--- src/coreTypesPkg.sv ---
`default_nettype none

package coreTypesPkg;

    typedef logic [31:0] wordT;    // register and memory data
    typedef logic [31:0] addrT;    // byte address
    typedef logic [4:0]  regIdxT;  // x0..x31

    localparam regIdxT X0 = 5'd0;  // hardwired zero register

    // only what the supported instructions need
    typedef enum logic [1:0] {
        ALU_ADD,  // addi, add, lw/sw address
        ALU_SUB,  // sub, branch compare
        ALU_SLL   // slli
    } aluOpE;

    // core run state
    typedef enum logic [1:0] {
        ST_IDLE,  // after reset, waiting for start
        ST_RUN,   // one instruction per clock
        ST_HALT   // stopped by ebreak, start runs again
    } runStateE;

endpackage

`default_nettype wire

--- src/registerFile.sv ---
`default_nettype none

module registerFile (
    input  wire logic                 clk,
    input  wire logic                 rstN,
    input  wire coreTypesPkg::regIdxT rs1,
    input  wire coreTypesPkg::regIdxT rs2,
    input  wire coreTypesPkg::regIdxT rd,
    input  wire logic                 we,
    input  wire coreTypesPkg::wordT   wd,
    output coreTypesPkg::wordT        rs1Data,
    output coreTypesPkg::wordT        rs2Data
);
    import coreTypesPkg::*;

    wordT regs [32];  // x0 entry exists but is never written

    always_ff @(posedge clk or negedge rstN) begin
        if (!rstN) begin
            for (int i = 0; i < 32; i++) begin
                regs[i] <= '0;  // all registers start at zero
            end
        end else if (we && (rd != X0)) begin
            regs[rd] <= wd;  // writes to x0 just vanish
        end
    end

    // combinational reads, x0 forced to zero
    assign rs1Data = (rs1 == X0) ? '0 : regs[rs1];
    assign rs2Data = (rs2 == X0) ? '0 : regs[rs2];

    // a retired write to x0 must leave it zero on the next cycle
    x0StaysZero: assert property (@(posedge clk) disable iff (!rstN)
        (we && (rd == X0)) |=> (regs[0] == '0))
        else $error("x0 changed after a write to it");

endmodule

`default_nettype wire

--- config.mk ---
export PLATFORM = sky130hd
export DESIGN_NAME = registerFile
export DESIGN_NICKNAME = d
export VERILOG_FILES = /design/src/coreTypesPkg.sv /design/src/registerFile.sv
export SDC_FILE = /design/constraint.sdc
export NUM_CORES = 2
export LEC_CHECK = 0
export BUFFER_PORTS_ARGS = -buffer_cell sky130_fd_sc_hd__buf_4
export CAP_MARGIN = 25
export CORE_MARGIN = 1.5
export CORE_UTILIZATION = 25
export CTS_BUF_LIST = sky130_fd_sc_hd__clkbuf_8
export DETAILED_ROUTE_END_ITERATION = 10
export GPL_ROUTABILITY_DRIVEN = 0
export MAX_ROUTING_LAYER = met4
export SYNTH_ARGS = -nofsm -noshare
export SYNTH_HDL_FRONTEND = slang
export SYNTH_SLANG_ARGS = --single-unit
export TNS_END_PERCENT = 30
--- constraint.sdc ---
create_clock -name clk -period 2.6 [get_ports clk]
set_input_delay 0.39 -clock clk [delete_from_list [all_inputs] [get_ports clk]]
set_output_delay 0.39 -clock clk [all_outputs]
set_load 0.005 [all_outputs]
==> reports/summary.txt <==
largest registers = regs (1024)
main area contributors after synthesis = dfrtp_1 (47%), mux2_2 (22%), mux4_2 (19%)
dpl cell area = 0.06228 mm²
crit path launch type = flop
Max IR drop VDD = 0.0003302 V
Main synth FF type = dfrtp_1
Gate Count Post-Synth = 3621
Gate power share = 22.9%
drt pass-1 iters = 5
design internal power = 33690 µW
CP Capture Type = output port
Synthesized Nets = 3671
met3 usage = 2.580%
Cell Pwr Density = 698.8 mW/mm²
Synth top cells by count = mux2_2 (1046), dfrtp_1 (1024), mux4_2 (448)
initial antenna violation count = 14
Yosys warning count = 0
total track usage = 17.59%
Congestion Overflow GR = 0
final WL = 191.1 mm
max reg flops = 1024
worst skew pair latency = 0.88 ns
chip width = 469.3 µm
number of cell rows = 171
clock tree buffer depth = 3
CORE AREA = 0.2167 mm²
CP Class = reg -> out
Yosys reg bits = 1024
crit path cell chain = mux4_2, nor2b_4, a211oi_4, a311oi_2, clkbuf_16, buf_6
unrepaired setup endpoints after global routing = true
Netlist cell types = 35
final core utilization = 30.99%
sequential share of the synthesized area = 47.13%
crit path DAT = 2.65 ns
Post-Syn Area = 0.05437 mm²
grt peak-use layer = met2
1st-iter DRT viols = 2846
# fillers = 21190
I/O pins = 114
Synth top area share = 47.13%
Slew Limit Fails = 0
Vias = 36510
Worst-Margin Slew = 0.9684 ns
Hold Path Class = in -> reg
crit path max-delay cell type = mux4_2
Slew headroom = 35.44%
NetSw = 13250 µW
residual DRC count = 0
clock period minus worst slack = 3.045 ns
largest net degree at the start of global routing = 118
Final setup viols = 64
Fin. Hold Viols = 0
die height = 469.3 µm
maximum fanout along the worst path = 3
Clk pwr share = 31.9%
syn_area_per_cell = 15.02 µm²
CTS tree = done
final period utilization = 117.1%
Routed wire per std cell = 27.53 µm
ys async rst share = 100.0%
Leak Pwr = 0.02853 µW
Initial Util = 25.09%
most flop-heavy register = regs
fin worst setup slack = -0.4449 ns
failing checks = negative setup slack
Antenna Nets Post-Route = 0
PortBufs = 113
vias per cell = 5.259
status = finished with violations
Post-synth EDFFs = 0
layout cells sized above 1 = 61.37%
most frequent cell after synthesis = mux2_2
Flop pwr share = 45.2%
fin area = 0.06716 mm²
f_max = 328.4 MHz
Final Skew = 0 ns
area delta synth->final = 23.53%
DIE AREA = 0.2203 mm²
vias in the first global route = 38310
largest area contributor in the netlist = dfrtp_1
H-tree levels = 4
total CTS buffers = 160
routing usage on met2 = 29.88%
switching part of the total = 28.23%
root buf cell = clkbuf_8
delay of the slowest critical-path stage = 0.47 ns
detailed placement HPWL = 123.0 mm
Max-Cap Viols = 0
Final #Nets = 4007
M1 GR Usage = 20.40%
CTS clock-pin slew for the worst setup and hold paths = 0.07 ns
pre-CTS WS = -0.6204 ns
# clock sinks = 1024
first-pass GRT wire length = 277.9 mm
WP data required = 2.21 ns
[power by group through the flow]
| stage | combinational, µW | clock (µW) | sequential [µW] |
|---|---|---|---|
| floorplan | 7000 | 0 | 20600 |
| global placement | 9990 | 0 | 21200 |
| detailed placement | 10200 | 0 | 21400 |
| CTS | 10700 | 15300 | 21100 |
| global route | 11400 | 15900 | 21600 |
| finish | 10700 | 15000 | 21200 |
[stage by stage]
stage	hold slack, ns	power [µW]	std cells	setup TNS (ns)
floorplan	0.09441	27590	3621	0
global placement	0.2946	31150	6619	-17.22
detailed placement	0.2971	31570	6620	-16.95
CTS	0.01394	47040	6932	-28.56
global route	0.06238	48870	6941	-29.04
finish	0.1029	46930	6942	-23.56
[placed cells by master (no fill, tap or decap), types with 16 or more instances in the layout]
master / n
a211oi_1: 16
a211oi_2: 45
a221oi_1: 32
a22oi_1: 63
a311oi_1: 37
a311oi_2: 21
buf_12: 133
buf_4: 411
buf_6: 20
clkbuf_8: 211
dfrtp_1: 1024
dlygate4sd3_1: 35
inv_1: 39
mux2_2: 1014
mux2_4: 32
mux2i_1: 127
mux4_2: 448
nand2_1: 38
nor2b_1: 61
o2111ai_1: 18
o21ai_0: 32
o21ai_1: 27
o21ai_2: 44
[kinds of logic (layout without fill, tap and decap cells)]
group                  count (synthesis)  in the layout  synth area share, %
other                                  0             11                    0
AND/OR/NAND/NOR                      165            165                1.611
multiplexers                        1632           1632                42.79
buffers and inverters                434            890                3.631
AO/OA/AOI/OAI                        366            366                4.842
flip-flops                          1024           1024                47.13
[routing by layer]
| layer | up-vias | routed length, µm | part of all wire (%) |
|---|---|---|---|
| met4 | 0 | 9991 | 5.2 |
| met2 | 1339 | 97280 | 51 |
| li1 | 14740 | - | - |
| met3 | 486 | 9725 | 5.1 |
| met1 | 19940 | 74090 | 39 |
| met5 | - | 0 | 0 |
[area by class of cell]
class / instances / area (µm²) / area share (%)
diodes: 11 / 27.53 / 0.04099
clock buffers: 211 / 2904 / 4.324
clock inverters: 71 / 574.3 / 0.8551
inverters: 2 / 12.51 / 0.01863
multi-input cells: 2163 / 28000 / 41.69
flip-flops and latches: 1024 / 25620 / 38.15
well taps: 2854 / 3571 / 5.317
repair buffers: 606 / 6449 / 9.602
[path summary, 6_finish.rpt]
path                                  from           to  slack [ns]  cells after the start
worst max register to register   regs[585]    regs[585]        1.68                      2
max in group asynchronous             rstN    regs[608]        1.14                      3
worst min register to register  regs[1005]   regs[1005]        0.39                      0
worst min-delay path                wd[20]    regs[692]        0.10                      2
worst max-delay path             regs[657]  rs1Data[17]       -0.44                      6
min in group asynchronous             rstN    regs[506]        0.22                      3
[timing repair]
action | 4_1_cts | 5_1_grt
hold endpoints to repair | 1721 | 0
setup endpoints to repair | 64 | 64
hold buffers | 35 | 0
gates resized for setup | 231 | 59
pin swaps | 50 | 22
setup buffers | 4 | 3
[critical path: cells and delay by family (launching register included)]
family | cells | cell delay [ns]
flip-flops | 1 | 0.41
AND/OR/NAND/NOR | 1 | 0.15
AO/OA/AOI/OAI | 2 | 0.40
buffers and inverters | 2 | 0.32
multiplexers | 1 | 0.47
(Power assumes the default switching activity.)
