**src/coreTypesPkg.sv**
```systemverilog
`default_nettype none

package coreTypesPkg;

    typedef logic [31:0] wordT;    // register and memory data
    typedef logic [31:0] addrT;    // byte address
    typedef logic [4:0]  regIdxT;  // x0..x31

    localparam regIdxT X0 = 5'd0;  // hardwired zero register

    // only what the supported instructions need
    typedef enum logic [1:0] {
        ALU_ADD,  // addi, add, lw/sw address
        ALU_SUB,  // sub, branch compare
        ALU_SLL   // slli
    } aluOpE;

    // core run state
    typedef enum logic [1:0] {
        ST_IDLE,  // after reset, waiting for start
        ST_RUN,   // one instruction per clock
        ST_HALT   // stopped by ebreak, start runs again
    } runStateE;

endpackage

`default_nettype wire

```
**src/dataMemory.sv**
```systemverilog
`default_nettype none

module dataMemory #(
    parameter int DMEM_WORDS = 64  // data words
) (
    input  wire logic               clk,
    input  wire logic               rstN,
    input  wire coreTypesPkg::addrT addr,  // byte address from the ALU
    input  wire coreTypesPkg::wordT wd,
    input  wire logic               we,
    output coreTypesPkg::wordT      rd
);
    import coreTypesPkg::*;

    localparam int IDX_W = $clog2(DMEM_WORDS);

    wordT             mem [DMEM_WORDS];
    logic [IDX_W-1:0] idx;  // word index

    assign idx = addr[IDX_W+1:2];  // drop byte offset

    always_ff @(posedge clk or negedge rstN) begin
        if (!rstN) begin
            for (int i = 0; i < DMEM_WORDS; i++) begin
                mem[i] <= '0;
            end
        end else if (we) begin
            mem[idx] <= wd;  // sw only, full word
        end
    end

    assign rd = mem[idx];  // lw reads in the same cycle

    // word access only, no byte enables here
    storeAligned: assert property (@(posedge clk) disable iff (!rstN)
        we |-> (addr[1:0] == 2'b00))
        else $error("misaligned store to %h", addr);

endmodule

`default_nettype wire

```
**config.mk**
```make
export PLATFORM = sky130hd
export DESIGN_NAME = dataMemory
export DESIGN_NICKNAME = d
export VERILOG_FILES = /design/src/coreTypesPkg.sv /design/src/dataMemory.sv
export SDC_FILE = /design/constraint.sdc
export NUM_CORES = 2
export LEC_CHECK = 0
export BUFFER_PORTS_ARGS = -buffer_cell sky130_fd_sc_hd__buf_2
export CAP_MARGIN = 25
export CORE_MARGIN = 8
export CORE_UTILIZATION = 45
export CTS_BUF_LIST = sky130_fd_sc_hd__clkbuf_16
export DETAILED_ROUTE_END_ITERATION = 8
export PLACE_DENSITY = 0.61
export SYNTH_ARGS = -nofsm -noshare
export SYNTH_HDL_FRONTEND = slang
export SYNTH_SLANG_ARGS = --single-unit
```
**constraint.sdc**
```tcl
create_clock -name clk -period 2.76 [get_ports clk]
set_input_delay 0.276 -clock clk [delete_from_list [all_inputs] [get_ports clk]]
set_output_delay 0.276 -clock clk [all_outputs]
set_load 0.01 [all_outputs]
```
==> impl_metrics.env <==
export IMPL_status="finished, violations left"
export IMPL_violations="setup timing"
export IMPL_r2r_slack_ns=1.88
export IMPL_worstPathCellList="mux2i_1 -> o22ai_1 -> a221o_1 -> o21ai_2 -> nand4_1 -> or4_4 -> buf_6"
export IMPL_fin_crit_sh_pct=119.2
export IMPL_p_per_area_mw_per_mm2=675.1
export IMPL_drive_gt1_share_pct=48.69
export IMPL_hp_class="in -> reg"
export IMPL_core_area_mm2=0.2042
export IMPL_syn_area_per_cell_um2=13.55
export IMPL_synth_adder_area_share_pct=0
export IMPL_viasPerCell=6.463
export IMPL_worstSetupStartpoint="mem[1227]"
export IMPL_combPwrFrac_pct=13.4
export IMPL_synth_seq_area_share_pct=55.56
export IMPL_r2r_end="mem[91]"
export IMPL_die_h_um=468.7
export IMPL_drc=0
export IMPL_clk_insertion_delay_late_ns=0.87
export IMPL_min_period_ns=3.291
export IMPL_synth_fp_nets=6875
export IMPL_regToRegStartpoint="mem[91]"
export IMPL_setup_violations=29
export IMPL_nets=7194
export IMPL_switching_share_pct=26.04
export IMPL_syn_area_mm2=0.09224
export IMPL_drt_initial_drc_count=6496
export IMPL_place_congestion=0.9020
export IMPL_wirelength_mm=334.7
export IMPL_finClkSkew_ns=0
export IMPL_crit_fanout=2
export IMPL_tightestPinTransition_ns=1.031
export IMPL_die_w_um=468.7
export IMPL_rr_worst_depth=2
export IMPL_endpoint_kind="primary output"
export IMPL_clkPwrFrac_pct=38.2
export IMPL_floorplan_die_area_mm2=0.2197
export IMPL_slew_headroom_pct=30.92
export IMPL_fin_util_pct=54.18
export IMPL_worstSetupPathDepth=7
export IMPL_finalHoldViolations=0
export IMPL_critical_path_class="reg -> out"
export IMPL_hp_start="wd[11]"
export IMPL_synthMuxAreaShare_pct=28.16
export IMPL_htreeDepth=4
export IMPL_yosys_area_share_simple_pct=1.800
export IMPL_fmax_ghz=0.3038
export IMPL_ys_top_cells_by_area="dfrtp_1 56%, mux2_2 25%, a22oi_1 3.5%, a221oi_1 2.6%, mux4_2 1.5%"
export IMPL_firstDrtPassIters=6
export IMPL_portBuffers=72
export IMPL_antenna_found_initial=9
export IMPL_dp_cells=9565
export IMPL_grt_max_degree=140
export IMPL_synthXorXnorAreaFrac_pct=0
export IMPL_seq_power_share_pct=48.3
export IMPL_placementRows=166
export IMPL_cts_sinks=2048
export IMPL_ys_ff_latch=2048
export IMPL_syn_inst=6808
export IMPL_p_sw_mw=19.45
export IMPL_num_vias=64580
export IMPL_area_growth_pct=19.93
export IMPL_cts_buffers=214
export IMPL_cp_slowest_cell="or4_4"
export IMPL_place_detailed_hpwl_mm=214.6
export IMPL_start_util_pct=45.18
export IMPL_grt_pass1_vias=65580
export IMPL_ys_warn_count=0
export IMPL_max_vdd_ir_drop_mv=0.6053
export IMPL_hold_end="mem[1515]"
export IMPL_top_regs="mem x2048"
export IMPL_cts_buffer_depth=3
export IMPL_critPathRequiredTime_ns=2.48
export IMPL_synth_top_family_by_area="multiplexers"
export IMPL_start_kind="register"
export IMPL_path_clk_slew_ns=0.06
export IMPL_hold_depth=2
export IMPL_rsz0062_at_grt="true"
export IMPL_grt_pass1_wl_mm=481.8
export IMPL_maxCapViolCount=0
export IMPL_dp_slack_ns=-0.8810
export IMPL_internal_power_mw=55.23
export IMPL_crit_family="simple AND/OR/NAND/NOR gates"
export IMPL_wire_per_inst_um=33.49
export IMPL_cts_root_buf="clkbuf_16"
export IMPL_cts_tree="yes"
export IMPL_synth_main_ff_cell="dfrtp_1"
export IMPL_overflow=0
export IMPL_cp_slowest_stage_delay_ns=0.50
export IMPL_antenna_left=0
export IMPL_p_leak_nw=50.81
export IMPL_synth_largest_area_cell="dfrtp_1"
export IMPL_ios=99
export IMPL_synthArstFlopShare_pct=100.0
export IMPL_synth_top_area_share_pct=55.56
export IMPL_grt_use_total_pct=30.03
export IMPL_regMostFlops="mem"
export IMPL_slew_violations=0
export IMPL_ys_types=60
export IMPL_critical_path_buf_inv_count=1
export IMPL_cp_arrival_ns=3.02
export IMPL_setup_ws_ns=-0.5311
export IMPL_synth_edff_count=0
export IMPL_synth_compound_area_share_pct=10.80
export IMPL_layout_cells_non_filler=9993
export IMPL_largest_register_ffs=2048
-- placed cells by master (no fill, tap or decap), types with 35 or more instances in the layout --
master,Yosys,final
a22o_1,52,52
clkbuf_16,0,216
nand2_1,113,78
o22ai_1,85,78
buf_4,42,509
mux4_2,63,63
mux2i_1,111,107
o21ai_0,150,116
a22oi_1,428,414
a221oi_2,0,64
inv_1,1,53
mux2_2,2067,2063
buf_2,247,42
nor2_4,0,35
buf_12,0,255
dfrtp_1,2048,2046
clkinv_1,1,52
a221oi_1,273,208
nor2_1,80,43
a21oi_1,266,246
-- kinds of logic after synthesis --
group                  count (synthesis)
multiplexers                        2256
flip-flops                          2048
buffers and inverters                759
AND/OR/NAND/NOR                      341
AO/OA/AOI/OAI                       1404
-- power groups by stage --
stage / clock [mW] / combinational (mW) / sequential (mW)
5_1_grt: 30.1 / 10.7 / 36.6
3_5_place_dp: 0 / 9.55 / 36.5
4_1_cts: 28.9 / 9.89 / 36.0
3_3_place_gp: 0 / 9.27 / 36.3
2_1_floorplan: 0 / 6.16 / 35.9
6_report: 28.5 / 10.0 / 36.1
-- layout make-up --
cell class / count / area [µm²]
Tap cell: 2688 / 3363
Clock inverter: 173 / 1490
Antenna cell: 6 / 15.01
Clock buffer: 215 / 5380
Sequential cell: 2048 / 51250
Timing Repair Buffer: 860 / 9851
Multi-Input combinational cell: 4001 / 39260
Fill cell: 16730 / 93550
Inverter: 2 / 7.507
-- synthesized netlist by cell type (15+ instances only) --
master and number:
buf_1 156, a22oi_1 428, o211ai_1 21, o21ai_0 150
mux2_1 15, o221ai_1 17, a21oi_1 266, buf_2 247
nand2b_1 20, a22o_1 52, dfrtp_1 2048, a211oi_1 27
mux2_2 2067, mux2i_1 111, clkbuf_1 302, buf_4 42
o22ai_1 85, nand2_1 113, nor4_1 18, nand3_1 25
nor2_1 80, mux4_2 63, a221oi_1 273
-- per-layer routing --
metal | wire length [µm] | up-vias | GRT usage (%)
li1 | - | 26250 | -
met2 | 150600 | 2883 | 46.28
met4 | 18850 | 0 | 13.86
met5 | 0 | - | 0
met1 | 137600 | 34670 | 41.04
met3 | 27530 | 779 | 6.031
-- worst max path at each step --
stage,to,slack [ns]
global placement,rd[21],-0.93
global route,rd[25],-0.57
finish,rd[11],-0.53
CTS,rd[11],-0.59
detailed placement,rd[21],-0.88
floorplan,rd[11],0.47
-- timing repair --
item,in CTS,in global routing
endpoints found under the setup margin,32,32
buffers inserted,8,9
hold endpoints to repair,1565,56
gates cloned,3,1
gates resized for setup,215,85
hold buffers,10,5
pin swaps,66,57
-- metrics by stage --
step	instance area, µm²	setup TNS (ns)	hold WS, ns	power [mW]
2_1_floorplan	92240	0	-0.01959	42.03
3_3_place_gp	101800	-9.379	0.1720	45.55
3_5_place_dp	101800	-10.83	0.1634	46.06
4_1_cts	109900	-9.979	0.001646	74.84
5_1_grt	110600	-10.75	0.03898	77.44
6_report	110600	-8.547	0.04219	74.68
(Power assumes the default switching activity.)
