**src/coreTypesPkg.sv**
```systemverilog
`default_nettype none

package coreTypesPkg;

    typedef logic [31:0] wordT;    // register and memory data
    typedef logic [31:0] addrT;    // byte address
    typedef logic [4:0]  regIdxT;  // x0..x31

    localparam regIdxT X0 = 5'd0;  // hardwired zero register

    // only what the supported instructions need
    typedef enum logic [1:0] {
        ALU_ADD,  // addi, add, lw/sw address
        ALU_SUB,  // sub, branch compare
        ALU_SLL   // slli
    } aluOpE;

    // core run state
    typedef enum logic [1:0] {
        ST_IDLE,  // after reset, waiting for start
        ST_RUN,   // one instruction per clock
        ST_HALT   // stopped by ebreak, start runs again
    } runStateE;

endpackage

`default_nettype wire

```
**src/alu.sv**
```systemverilog
`default_nettype none

module alu (
    input  wire coreTypesPkg::wordT  a,      // rs1 data
    input  wire coreTypesPkg::wordT  b,      // rs2 data or immediate
    input  wire coreTypesPkg::aluOpE aluOp,
    output coreTypesPkg::wordT       result,
    output logic                     eq,     // a == b, for beq
    output logic                     lt      // signed a < b, for blt
);
    import coreTypesPkg::*;

    always_comb begin
        case (aluOp)
            ALU_ADD: begin
                result = a + b;  // also load/store address
            end
            ALU_SUB: begin
                result = a - b;
            end
            ALU_SLL: begin
                result = a << b[4:0];  // shamt is 5 bits on rv32
            end
            default: begin
                result = a + b;
            end
        endcase
    end

    // flags come straight from the operands, independent of aluOp
    assign eq = (a == b);
    assign lt = ($signed(a) < $signed(b));

endmodule

`default_nettype wire

```
**config.mk**
```make
export PLATFORM = sky130hd
export DESIGN_NAME = alu
export DESIGN_NICKNAME = d
export VERILOG_FILES = /design/src/coreTypesPkg.sv /design/src/alu.sv
export SDC_FILE = /design/constraint.sdc
export NUM_CORES = 1
export LEC_CHECK = 0
export ABC_AREA = 0
export BUFFER_PORTS_ARGS = -buffer_cell sky130_fd_sc_hd__buf_2
export CORE_ASPECT_RATIO = 0.9
export CORE_MARGIN = 3
export CORE_UTILIZATION = 50
export DETAILED_ROUTE_END_ITERATION = 6
export GPL_TIMING_DRIVEN = 0
export MAX_ROUTING_LAYER = met4
export PLACE_DENSITY = 0.72
export RECOVER_POWER = 100
export SYNTH_ARGS = -nofsm -noshare
export SYNTH_HDL_FRONTEND = slang
export SYNTH_SLANG_ARGS = --single-unit
```
**constraint.sdc**
```tcl
create_clock -name vclk -period 4.9
set_clock_uncertainty 0.05 [all_clocks]
set_input_delay 0.49 -clock vclk [all_inputs]
set_output_delay 0.49 -clock vclk [all_outputs]
set_load 0.05 [all_outputs]
```
==> results_dict.tcl, run 1 <==
set metrics [dict create \
    status "complete, no violations" \
    synthTopCellsByArea "ha_1 (16%), mux4_2 (8.4%), a21oi_1 (7.2%)" \
    routed_wl_um 21100 \
    multi_input_area_mm2 0.00493 \
    start_kind "input port" \
    nFillCells 1059 \
    yosys_warnings 0 \
    worstHoldPathType "in2out" \
    seq_area_frac_synth_pct 0 \
    clkbuf_count 0 \
    p_total_mw 1.05 \
    fin_crit_sh_pct 97.5 \
    cp_slowest_cell "a311o_2" \
    worstPathRequired_ps 4360 \
    seq_area_um2 0 \
    tightestPinTransition_ps 810 \
    cp_top_family "compound AO/OA/AOI/OAI gates" \
    start_util_pct 51.7 \
    overflow 0 \
    post-cts-setup-buffer-count 0 \
    die_x_um 115 \
    avgRoutedWirePerCell_um 21.4 \
    cp.depth 15 \
    drv_slew 0 \
    grt_start_max_net_pins 25 \
    yosysTopAreaCell "ha_1" \
    cp_cell_sequence "buf_2 -> inv_4 -> clkbuf_4 -> ha_2 -> nand2b_1 -> a21oi_2 -> o31ai_4 -> a211oi_2 -> a311o_2 -> nand3_2 -> a311oi_2 -> a211o_1 -> nor2b_1 -> o41ai_4 -> clkbuf_2" \
    grt_setup_unrepaired "no" \
    core-area_mm2 0.0103 \
    via_per_inst 6.55 \
    synthToLayoutAreaGrowth_pct 13.1 \
    maxSlewHeadroom_pct 45.8 \
    drtAntennaViolNets 0 \
    fin_util_pct 58.5 \
    critPathMaxStageDelay_ps 480 \
    final_cell_area_mm2 0.00604 \
    flops_and_latches 0 \
    hold_ws_ps 1560 \
    syn_nets 901 \
    arrival_ps 4240 \
    nets 996 \
    port_buffers 100 \
    synth_top_area_share_pct 15.7 \
    synthCells 766 \
    netlist_area_mm2 0.00534 \
    ir_worst_vdd_v 0.000129 \
    drive_gt1_share_pct 19.1 \
    detailed_place_hpwl_um 17400 \
    p_per_area_mw_per_mm2 174 \
    syn_area_per_cell_um2 6.97 \
    synthDistinctLibCells 77 \
    crit_path_max_fanout 15 \
    grtUsageTotal_pct 35.1 \
    end_kind "output pin" \
    vias 6475 \
    first_pass_iters 5 \
    grt_pass1_vias 6104 \
    rows 35 \
    period_minus_slack_ps 4780 \
    layout_common_cells "buf_2 (95), a21oi_1 (77), nand2_1 (74)" \
    post-place-cells 995 \
    power_leakage_nw 2.76 \
    fin_cells 989 \
    ios 100 \
    fmax_ghz 0.209 \
    grt_pass1_wl_um 33200 \
    hold_buffers 0 \
    gp_congestion 1.04 \
    die-area_mm2 0.0120 \
    dpl_cell_area_mm2 0.00603 \
    drt_iter0_drc 816 \
    die_h_um 104 \
    antenna_found_initial 1 \
    drv_cap 0 \
    drc 0 \
    min_path_cells 4 \
    hold_violations 0 \
    crit_buf_inv 4 \
    setup-violations-final 0 \
    mostFrequentLayoutCell "buf_2" \
    worst-setup-path-type "in2out" \
]
[where the power goes]
| part | total (mW) | leakage, nW | internal [mW] | switching (mW) |
|---|---|---|---|---|
| clock | 0.0000000426 | 0.00000902 | 0.0000000426 | 0 |
| combinational | 1.05 | 2.76 | 0.343 | 0.710 |
| sequential | 0 | 0 | 0 | 0 |
| total | 1.05 | 2.76 | 0.343 | 0.710 |
[per-layer routing]
layer | global-route usage, % | share of wire [%] | vias to the layer above
met2 | 52.9 | 44 | 391
met1 | 50.2 | 43 | 3077
met5 | - | 0 | -
met3 | 6.52 | 12 | 35
met4 | 4.95 | 1.9 | 0
li1 | - | - | 2972
[timing repair]
| action | CTS | global route |
|---|---|---|
| gates cloned | 0 | 0 |
| endpoints found under the setup margin | 22 | 13 |
| pin swaps | 0 | 0 |
| resized for setup | 10 | 3 |
[worst min-delay path: stages]
cell	delay, ps
buf_2	90
ha_1	210
o41ai_4	90
clkbuf_2	230
[through the flow]
step                worst slack (ps)  setup TNS [ps]
floorplan                       44.3               0
global placement                -882          -13000
detailed placement              -896          -12760
CTS                             16.5               0
global route                    11.9               0
finish                           120               0
[Yosys cell counts, types with 10 or more instances]
cell      instances
xnor2_1          40
mux4_2           20
buf_2            14
a21o_1           10
mux2i_1          34
nand2_1          74
ha_1             67
o21ai_0          38
clkbuf_1         30
a221oi_1         17
a21oi_1          77
nor2_1           63
nor3_1           21
inv_1            66
o21bai_1         11
nand3_1          13
nand2b_1         14
nor2b_1          12
[worst paths after layout]
kind | from | end | slack [ps]
min | a[31] | lt | 1560
max | b[2] | lt | 120
[area by class of cell]
type               instances  area share (%)
plain buffers             43            3.09
inverters                 71            4.45
multi-input cells        645            81.6
well taps                129            2.67
diodes                     1          0.0414
repair buffers           100            8.10
[logic make-up after synthesis]
family | Yosys count | synth area share (%)
compound gates | 247 | 32.0
simple gates | 225 | 19.5
buf+inv | 121 | 8.90
fa+ha+maj | 69 | 16.4
mux | 57 | 15.4
xor+xnor | 47 | 7.71
No activity file was read; power rests on OpenSTA's default activity.
==> run 2, diff against run 1 <==
--- a/config.mk
+++ b/config.mk
@@ -9,11 +9,11 @@
 export BUFFER_PORTS_ARGS = -buffer_cell sky130_fd_sc_hd__buf_2
 export CORE_ASPECT_RATIO = 0.9
 export CORE_MARGIN = 3
-export CORE_UTILIZATION = 50
+export CORE_UTILIZATION = 60
 export DETAILED_ROUTE_END_ITERATION = 6
 export GPL_TIMING_DRIVEN = 0
 export MAX_ROUTING_LAYER = met4
-export PLACE_DENSITY = 0.72
+export PLACE_DENSITY = 0.84
 export RECOVER_POWER = 100
 export SYNTH_ARGS = -nofsm -noshare
 export SYNTH_HDL_FRONTEND = slang
==> results_dict.tcl, run 2 (synthesis results as in run 1) <==
set metrics [dict create \
    detailed_place_hpwl_um 16900 \
    cp_cell_sequence "clkbuf_4 -> buf_4 -> inv_1 -> ha_1 -> nand2b_1 -> a221oi_4 -> o2111ai_2 -> a21oi_2 -> o31ai_1 -> a211oi_2 -> o21ai_2 -> o31a_1 -> o211a_1 -> a211oi_2 -> buf_2" \
    hold_violations 0 \
    dpl_cell_area_mm2 0.00601 \
    post-cts-setup-buffer-count 0 \
    end_kind "output pin" \
    p_sw_share_pct 67.2 \
    ir_worst_vdd_v 0.000123 \
    maxSlewHeadroom_pct 39.7 \
    cp_slowest_cell "ha_1" \
    seq_area_um2 0 \
    cp_top_family "compound AO/OA/AOI/OAI gates" \
    hold_buffers 0 \
    first_pass_iters 7 \
    setup_tns_ps 0 \
    core-area_mm2 0.00861 \
    drt_iter0_drc 704 \
    nFillCells 734 \
    nets 998 \
    gp_congestion 1.06 \
    drive_gt1_share_pct 19.9 \
    power.internal_mw 0.348 \
    critPathMaxStageDelay_ps 360 \
    p_total_mw 1.06 \
    power_leakage_nw 2.78 \
    crit_path_max_fanout 15 \
    fmax_ghz 0.209 \
    p_switching_mw 0.714 \
    worst-setup-path-type "in2out" \
    setup-violations-final 0 \
    routed_wl_um 21000 \
    antenna_found_initial 0 \
    status "complete, no violations" \
    grt_pass1_wl_um 31400 \
    crit_top_cell "a211oi_2" \
    clkbuf_count 0 \
    avgRoutedWirePerCell_um 21.4 \
    grt_pass1_vias 6023 \
    drv_cap 0 \
    tightestPinTransition_ps 902 \
    antenna_cells 0 \
    clkPwrFrac_pct 0 \
    p_seq_share_pct 0 \
    via_per_inst 6.84 \
    start_util_pct 62.0 \
    final_cell_area_mm2 0.00607 \
    period_minus_slack_ps 4780 \
    hold_ws_ps 1540 \
    rows 32 \
    combPwrFrac_pct 100.0 \
    p_per_area_mw_per_mm2 175 \
    overflow 0 \
    vias 6699 \
    layout_common_cells "buf_2 (104), a21oi_1 (76), nand2_1 (74)" \
    drc 0 \
    worstPathRequired_ps 4360 \
    grt_start_max_net_pins 18 \
    ios 100 \
    die_h_um 95.5 \
    drv_slew 0 \
    grtUsageTotal_pct 39.8 \
    port_buffers 100 \
    worstHoldPathType "in2out" \
    synthToLayoutAreaGrowth_pct 13.7 \
    drtAntennaViolNets 0 \
    arrival_ps 4240 \
    mostFrequentLayoutCell "buf_2" \
    fin_crit_sh_pct 97.5 \
    crit_buf_inv 4 \
    start_kind "input port" \
    die_x_um 105 \
    flops_and_latches 0 \
    die-area_mm2 0.0101 \
]
-- run 2: cell count changes in the layout (fill, tap and decap cells not counted), moves of 2 or more --
cell | before | now
buf_2 | 95 | 104
clkbuf_2 | 7 | 0
clkbuf_1 | 38 | 34
buf_4 | 1 | 3
-- run 2: area by class of cell --
cell class / instances / area, um2 / area share [%]
buffer: 45 / 196 / 3.24
inverter: 71 / 268 / 4.41
tap: 119 / 149 / 2.45
timing repair buffer: 100 / 500 / 8.24
multi-input combinational: 645 / 4960 / 81.7
-- run 2: stage by stage --
stage / utilization [%] / cells / worst slack [ps]
3_5_place_dp: 69.9 / 985 / -718
6_report: 70.5 / 980 / 122
2_1_floorplan: - / 766 / 44.3
4_1_cts: 70.0 / 982 / 0.977
3_3_place_gp: 69.9 / 985 / -768
5_1_grt: 70.5 / 980 / -6.04
-- run 2: final timing paths --
kind / from / end / slack (ps) / depth (start not counted)
worst max-delay path: b[1] / result[31] / 120 / 15
worst min-delay path: a[31] / lt / 1540 / 4
-- run 2: power groups by stage --
stage,clock network (mW),registers (mW),logic (mW)
after floorplan,0,0,0.756
after global placement,0,0,0.997
after detailed placement,0,0,1.02
after CTS,0,0,1.02
after global routing,0,0,1.12
final,0,0,1.06
-- run 2: layer usage --
metal | vias up | routed length, um | track usage (%)
met5 | - | 0 | -
met4 | 0 | 597 | 10.6
met3 | 59 | 2940 | 5.89
met2 | 539 | 9130 | 61.8
met1 | 3105 | 8300 | 54.1
li1 | 2996 | - | -
-- run 2: repair_timing --
item	4_1_cts	5_1_grt
setup endpoints to repair	20	14
gates resized for setup	8	13
gates cloned	0	0
