File: config.mk
export PLATFORM = sky130hd
export DESIGN_NAME = coreControl
export DESIGN_NICKNAME = d
export VERILOG_FILES = /design/src/coreTypesPkg.sv /design/src/rvIsaPkg.sv /design/src/coreControl.sv
export SDC_FILE = /design/constraint.sdc
export NUM_CORES = 1
export LEC_CHECK = 0
export BUFFER_PORTS_ARGS = -buffer_cell sky130_fd_sc_hd__buf_4
export CORE_AREA = 4 4 188 190
export DETAILED_ROUTE_END_ITERATION = 7
export DIE_AREA = 0 0 192 194
export MAX_ROUTING_LAYER = met4
export PLACE_DENSITY = 0.47
export SETUP_SLACK_MARGIN = 0.05
export SYNTH_ARGS = -nofsm -noshare
export SYNTH_HDL_FRONTEND = slang
export SYNTH_SLANG_ARGS = --single-unit
File: constraint.sdc
create_clock -name clk -period 3.11 [get_ports clk]
set_clock_uncertainty 0.05 [all_clocks]
set_input_delay 0 -clock clk [delete_from_list [all_inputs] [get_ports clk]]
set_output_delay 0 -clock clk [all_outputs]
set_load 0.02 [all_outputs]
File: src/coreTypesPkg.sv
`default_nettype none

package coreTypesPkg;

    typedef logic [31:0] wordT;    // register and memory data
    typedef logic [31:0] addrT;    // byte address
    typedef logic [4:0]  regIdxT;  // x0..x31

    localparam regIdxT X0 = 5'd0;  // hardwired zero register

    // only what the supported instructions need
    typedef enum logic [1:0] {
        ALU_ADD,  // addi, add, lw/sw address
        ALU_SUB,  // sub, branch compare
        ALU_SLL   // slli
    } aluOpE;

    // core run state
    typedef enum logic [1:0] {
        ST_IDLE,  // after reset, waiting for start
        ST_RUN,   // one instruction per clock
        ST_HALT   // stopped by ebreak, start runs again
    } runStateE;

endpackage

`default_nettype wire

File: src/rvIsaPkg.sv
`default_nettype none

package rvIsaPkg;

    typedef logic [31:0] instrT;    // raw instruction word
    typedef logic [6:0]  opcodeT;   // instr[6:0]
    typedef logic [2:0]  funct3T;   // instr[14:12]
    typedef logic [6:0]  funct7T;   // instr[31:25]

    // major opcodes, only those this core decodes
    localparam opcodeT OP_IMM    = 7'b0010011;  // addi, slli
    localparam opcodeT OP_REG    = 7'b0110011;  // add, sub
    localparam opcodeT OP_LOAD   = 7'b0000011;  // lw
    localparam opcodeT OP_STORE  = 7'b0100011;  // sw
    localparam opcodeT OP_BRANCH = 7'b1100011;  // beq, blt
    localparam opcodeT OP_JAL    = 7'b1101111;
    localparam opcodeT OP_SYSTEM = 7'b1110011;  // ebreak lives here

    localparam funct3T F3_ADD = 3'b000;  // add and sub share it
    localparam funct3T F3_SLL = 3'b001;
    localparam funct3T F3_BEQ = 3'b000;
    localparam funct3T F3_BLT = 3'b100;
    localparam funct3T F3_LW  = 3'b010;  // word width, sw uses the same code

    localparam funct7T F7_ZERO = 7'b0000000;
    localparam funct7T F7_SUB  = 7'b0100000;  // sub, and srai on a full core

    // ebreak has no operands, so the whole word is matched
    localparam instrT EBREAK = 32'h0010_0073;

    // immediate encodings
    typedef enum logic [1:0] {
        IMM_I,  // addi, slli, lw
        IMM_S,  // sw
        IMM_B,  // beq, blt
        IMM_J   // jal
    } immKindE;

endpackage

`default_nettype wire

File: src/coreControl.sv
`default_nettype none

module coreControl (
    input  wire logic                 clk,
    input  wire logic                 rstN,
    input  wire logic                 start,         // pulse, honored in IDLE or HALT
    input  wire rvIsaPkg::instrT      instr,
    input  wire coreTypesPkg::wordT   rs1Data,
    input  wire coreTypesPkg::wordT   rs2Data,
    input  wire coreTypesPkg::wordT   imm,
    input  wire coreTypesPkg::wordT   aluResult,
    input  wire logic                 eq,
    input  wire logic                 lt,
    input  wire coreTypesPkg::wordT   memRdata,
    output coreTypesPkg::wordT        pc,
    output logic                      fetchEn,
    output coreTypesPkg::regIdxT      rs1,
    output coreTypesPkg::regIdxT      rs2,
    output coreTypesPkg::regIdxT      rd,
    output logic                      regWe,
    output coreTypesPkg::wordT        regWd,
    output rvIsaPkg::immKindE         immKind,
    output coreTypesPkg::aluOpE       aluOp,
    output coreTypesPkg::wordT        aluB,
    output logic                      memWe,
    output coreTypesPkg::wordT        memWd,
    output logic                      halted,
    output logic                      retireValid,
    output coreTypesPkg::addrT        retirePc,
    output logic                      retireRdWe,
    output coreTypesPkg::regIdxT      retireRd,
    output coreTypesPkg::wordT        retireRdData,
    output logic                      retireMemWe,
    output coreTypesPkg::addrT        retireMemAddr,
    output coreTypesPkg::wordT        retireMemData
);
    import rvIsaPkg::*;
    import coreTypesPkg::*;

    typedef enum logic [1:0] {
        WB_ALU,  // arithmetic result
        WB_MEM,  // lw data
        WB_PC4   // jal link
    } wbSelE;

    runStateE state;
    opcodeT   opcode;
    funct3T   funct3;
    funct7T   funct7;
    logic     running;
    logic     isEbreak;
    logic     useImm;     // operand b from immediate
    logic     writesRd;
    logic     writesMem;
    logic     isBranch;   // beq or blt
    logic     isJal;
    logic     taken;
    wbSelE    wbSel;
    wordT     pcPlus4;
    wordT     pcTarget;
    wordT     nextPc;

    // fixed field positions
    assign opcode = instr[6:0];
    assign funct3 = instr[14:12];
    assign funct7 = instr[31:25];
    assign rd     = instr[11:7];
    assign rs1    = instr[19:15];
    assign rs2    = instr[24:20];

    assign running  = (state == ST_RUN);
    assign isEbreak = (instr == EBREAK);
    assign fetchEn  = running;
    assign halted   = (state == ST_HALT);

    // decode, anything unrecognized falls through as a no-op
    always_comb begin
        immKind   = IMM_I;
        aluOp     = ALU_ADD;
        useImm    = 1'b0;
        writesRd  = 1'b0;
        writesMem = 1'b0;
        isBranch  = 1'b0;
        isJal     = 1'b0;
        wbSel     = WB_ALU;
        case (opcode)
            OP_IMM: begin
                useImm = 1'b1;
                if (funct3 == F3_ADD) begin
                    writesRd = 1'b1;  // addi
                end else if ((funct3 == F3_SLL) && (funct7 == F7_ZERO)) begin
                    aluOp    = ALU_SLL;  // slli
                    writesRd = 1'b1;
                end
            end
            OP_REG: begin
                if ((funct3 == F3_ADD) && (funct7 == F7_ZERO)) begin
                    writesRd = 1'b1;  // add
                end else if ((funct3 == F3_ADD) && (funct7 == F7_SUB)) begin
                    aluOp    = ALU_SUB;
                    writesRd = 1'b1;
                end
            end
            OP_LOAD: begin
                useImm   = 1'b1;
                writesRd = (funct3 == F3_LW);
                wbSel    = WB_MEM;
            end
            OP_STORE: begin
                immKind   = IMM_S;
                useImm    = 1'b1;
                writesMem = (funct3 == F3_LW);
            end
            OP_BRANCH: begin
                immKind  = IMM_B;
                aluOp    = ALU_SUB;  // result unused, flags do the work
                isBranch = (funct3 == F3_BEQ) || (funct3 == F3_BLT);
            end
            OP_JAL: begin
                immKind  = IMM_J;
                isJal    = 1'b1;
                writesRd = 1'b1;
                wbSel    = WB_PC4;
            end
            default: begin
            end
        endcase
    end

    assign aluB  = useImm ? imm : rs2Data;
    assign memWd = rs2Data;  // sw data is always rs2
    assign regWe = running && writesRd;   // x0 target still reported
    assign memWe = running && writesMem;

    always_comb begin
        case (wbSel)
            WB_MEM:  regWd = memRdata;
            WB_PC4:  regWd = pcPlus4;
            default: regWd = aluResult;
        endcase
    end

    // next pc
    assign pcPlus4  = pc + 32'd4;
    assign pcTarget = pc + imm;  // jal and branch share one adder
    assign taken    = isJal || (isBranch && ((funct3 == F3_BLT) ? lt : eq));
    assign nextPc   = taken ? pcTarget : pcPlus4;

    always_ff @(posedge clk or negedge rstN) begin
        if (!rstN) begin
            state <= ST_IDLE;
            pc    <= '0;
        end else begin
            case (state)
                ST_IDLE, ST_HALT: begin
                    if (start) begin
                        state <= ST_RUN;
                        pc    <= '0;  // registers and data keep their values
                    end
                end
                ST_RUN: begin
                    if (isEbreak) begin
                        state <= ST_HALT;  // pc parks on the ebreak
                    end else begin
                        pc <= nextPc;
                    end
                end
                default: begin
                    state <= ST_IDLE;
                end
            endcase
        end
    end

    // commit trace mirrors the executing instruction
    assign retireValid   = running && !isEbreak;
    assign retirePc      = pc;
    assign retireRdWe    = regWe;
    assign retireRd      = rd;
    assign retireRdData  = regWd;
    assign retireMemWe   = memWe;
    assign retireMemAddr = aluResult;
    assign retireMemData = memWd;

    // no compressed instructions, so a taken jump must land on a word
    targetAligned: assert property (@(posedge clk) disable iff (!rstN)
        (running && taken) |-> (pcTarget[1:0] == 2'b00))
        else $error("misaligned jump target %h from pc %h", pcTarget, pc);

endmodule

`default_nettype wire

==> results_dict.tcl <==
set metrics [dict create \
    dp_hpwl_um 27500 \
    drtIter0Drc 407 \
    cellLeakagePower_nw 4.95 \
    layout-area-overhead-vs-synth_pct 48.1 \
    rows 67 \
    synthFlopType "dfrtp_1" \
    rsz0062_at_grt "true" \
    remaining_drc_errors 0 \
    ys_seq_area_frac 0.128 \
    final.fill_count 3647 \
    fmax_mhz 339 \
    grt_pass1_vias 7460 \
    period_share 0.949 \
    cts_buffers 5 \
    gp_congestion 0.860 \
    synth.avg_cell_area_um2 7.42 \
    drive_gt1_frac 0.490 \
    cts_tree "built" \
    clock-root-buffer "clkbuf_16" \
    min_period_ns 2.95 \
    synth_area_um2 6650 \
    synthCells 896 \
    initial_core_util 0.199 \
    die_h_um 194 \
    rr_worst_depth 10 \
    synth-seq-cells 34 \
    grt_max_degree 35 \
    clock_sinks 34 \
    required_ns 3.06 \
    diodes 0 \
    synth_edf_count 0 \
    worstSetupPathType "reg2out" \
    clk_path_buf_depth 2 \
    fin_nets 1431 \
    status "complete, no violations" \
    dr.pass1.iters 5 \
    ys.warnings.count 0 \
    crit_path_end_kind "output port" \
    wl_per_cell_um 19.5 \
    hold_path_depth 3 \
    core_um2 33400 \
    wl_um 32100 \
    hold_viol 0 \
    max_slew_margin 0.512 \
    antenna_found_initial 0 \
    fin_util 0.294 \
    insertion_delay_ns 0.29 \
    cp_max_fo 7 \
    io_buffers 451 \
    io_pins 484 \
    htreeDepth 2 \
    die-area_um2 37200 \
    min_path_type "in2reg" \
    slew_violations 0 \
    powerDensity_nw_per_um2 460 \
    start_kind "flop" \
    grt_pass1_wl_um 45900 \
    async_flop_share 1.00 \
    vdd_drop_max_v 0.000224 \
    drt-vias-per-instance 4.51 \
    ant_nets 0 \
    yosysUniqueCellTypes 69 \
    clk_pin_slew_worst_paths_ns 0.07 \
    vias 7433 \
    max_slew.worst_pin.slew_ns 0.730 \
    synth_nets 1129 \
    grt_use_total 0.163 \
    die_w_um 192 \
    setup_viol 0 \
    grt_overflow_total 0 \
    crit_arrival_ns 2.90 \
    tns_ns 0 \
    cap_violations 0 \
]
cell type report:
cell class                      instances  area [um2]  area share
Multi-Input combinational cell        604        4250       0.431
Timing Repair Buffer                  518        3900       0.396
Sequential cell                        34         857      0.0871
Tap cell                              448         561      0.0569
Clock buffer                            6         139      0.0141
Inverter                               35         131      0.0133
Clock inverter                          2        12.5     0.00127
cells in the mapped netlist (3+ instances only):
cell / count / area share
nand2b_1: 4 / 0.0038
a22oi_1: 22 / 0.025
nor2b_1: 5 / 0.0047
xnor2_1: 25 / 0.033
buf_4: 183 / 0.21
nor4_1: 5 / 0.0047
a21o_1: 22 / 0.025
a31oi_1: 6 / 0.0056
nand4_1: 10 / 0.0094
o21ai_0: 68 / 0.051
nor2_1: 34 / 0.019
and2_1: 4 / 0.0038
nor3_1: 17 / 0.013
o221ai_1: 5 / 0.0066
mux2_1: 5 / 0.0085
a221oi_1: 17 / 0.022
dfrtp_1: 34 / 0.13
o21bai_1: 5 / 0.0056
clkbuf_1: 36 / 0.020
nand2_1: 83 / 0.047
o21a_1: 4 / 0.0045
and3_1: 12 / 0.011
o21ai_1: 4 / 0.0030
buf_2: 3 / 0.0023
or3_1: 3 / 0.0028
mux2i_1: 10 / 0.015
a211oi_1: 6 / 0.0068
ha_1: 35 / 0.066
xor2_1: 28 / 0.037
mux2_2: 27 / 0.046
nand3_1: 34 / 0.026
inv_1: 34 / 0.019
o22ai_1: 3 / 0.0028
a21oi_1: 54 / 0.041
o211ai_1: 5 / 0.0056
placed cells by master, fill, tap and decap left out, types with 22 or more instances in the layout:
cell type	netlist	layout
a21o_1	22	22
a21oi_1	54	50
a22oi_1	22	22
buf_4	183	515
dfrtp_1	34	29
ha_1	35	34
inv_1	34	34
mux2_2	27	27
nand2_1	83	82
nand3_1	34	34
nor2_1	34	34
o21ai_0	68	64
xnor2_1	25	23
xor2_1	28	25
worst paths after layout:
check / from / endpoint / slack [ns]
setup / recovery: pc[15] / regWd[18] / 0.16
hold / removal: imm[31] / pc[31] / 0.11
setup reg to reg: pc[1] / pc[31] / 0.19
hold reg to reg: pc[0] / pc[0] / 0.53
max in group asynchronous: rstN / pc[11] / 2.39
min in group asynchronous: rstN / pc[31] / 0.18
metal layers:
| metal | wire, um | GRT usage |
|---|---|---|
| met1 | 14500 | 0.217 |
| met2 | 15400 | 0.277 |
| met3 | 1950 | 0.0139 |
| met5 | 0 | - |
| met4 | 231 | 0.0214 |
through the flow:
step	setup slack [ns]	total power [mW]	cell area (um2)	std cells	hold WS (ns)
after global routing	0.000194	4.84	9840	1647	0.157
after global placement	0.183	3.94	9550	1632	-0.0318
after detailed placement	0.126	3.95	9550	1632	-0.0297
final	0.159	4.53	9840	1647	0.109
after CTS	0.0493	4.55	9760	1643	0.114
after floorplan	0.217	2.68	6650	896	-0.346
critical path, cell delays in order, from the launching register on:
cell and delay, ns:
dfrtp_1 0.44, nand4_1 0.19, buf_4 0.19, nor4_4 0.34, buf_4 0.22, and3_1 0.22, xor2_1 0.37, a221oi_1 0.21
a21oi_1 0.24, buf_4 0.18
repair_timing:
action,in CTS,in global routing
setup endpoints to repair,9,17
setup buffers,0,4
hold endpoints to repair,36,0
hold buffers,3,0
gates resized for setup,6,16
pin swaps,1,5
power breakdown:
part | leakage [nW] | switching (mW) | internal (mW)
clock | 0.0729 | 0.241 | 0.319
combinational | 4.43 | 1.91 | 1.37
sequential | 0.446 | 0.133 | 0.554
cell families (layout without fill, tap and decap cells):
kind of cell | count (synthesis) | after routing | share of synthesized area
compound gates | 242 | 242 | 0.233
xor+xnor | 53 | 53 | 0.0698
fa+ha+maj | 36 | 36 | 0.0689
flops | 34 | 34 | 0.128
mux | 43 | 43 | 0.0726
simple gates | 230 | 230 | 0.178
buf+inv | 258 | 561 | 0.250
state kept, by name, indices dropped and copies added (netlist names):
register and flops:
pc 32, state 2
Power figures use the tool's default switching activity.
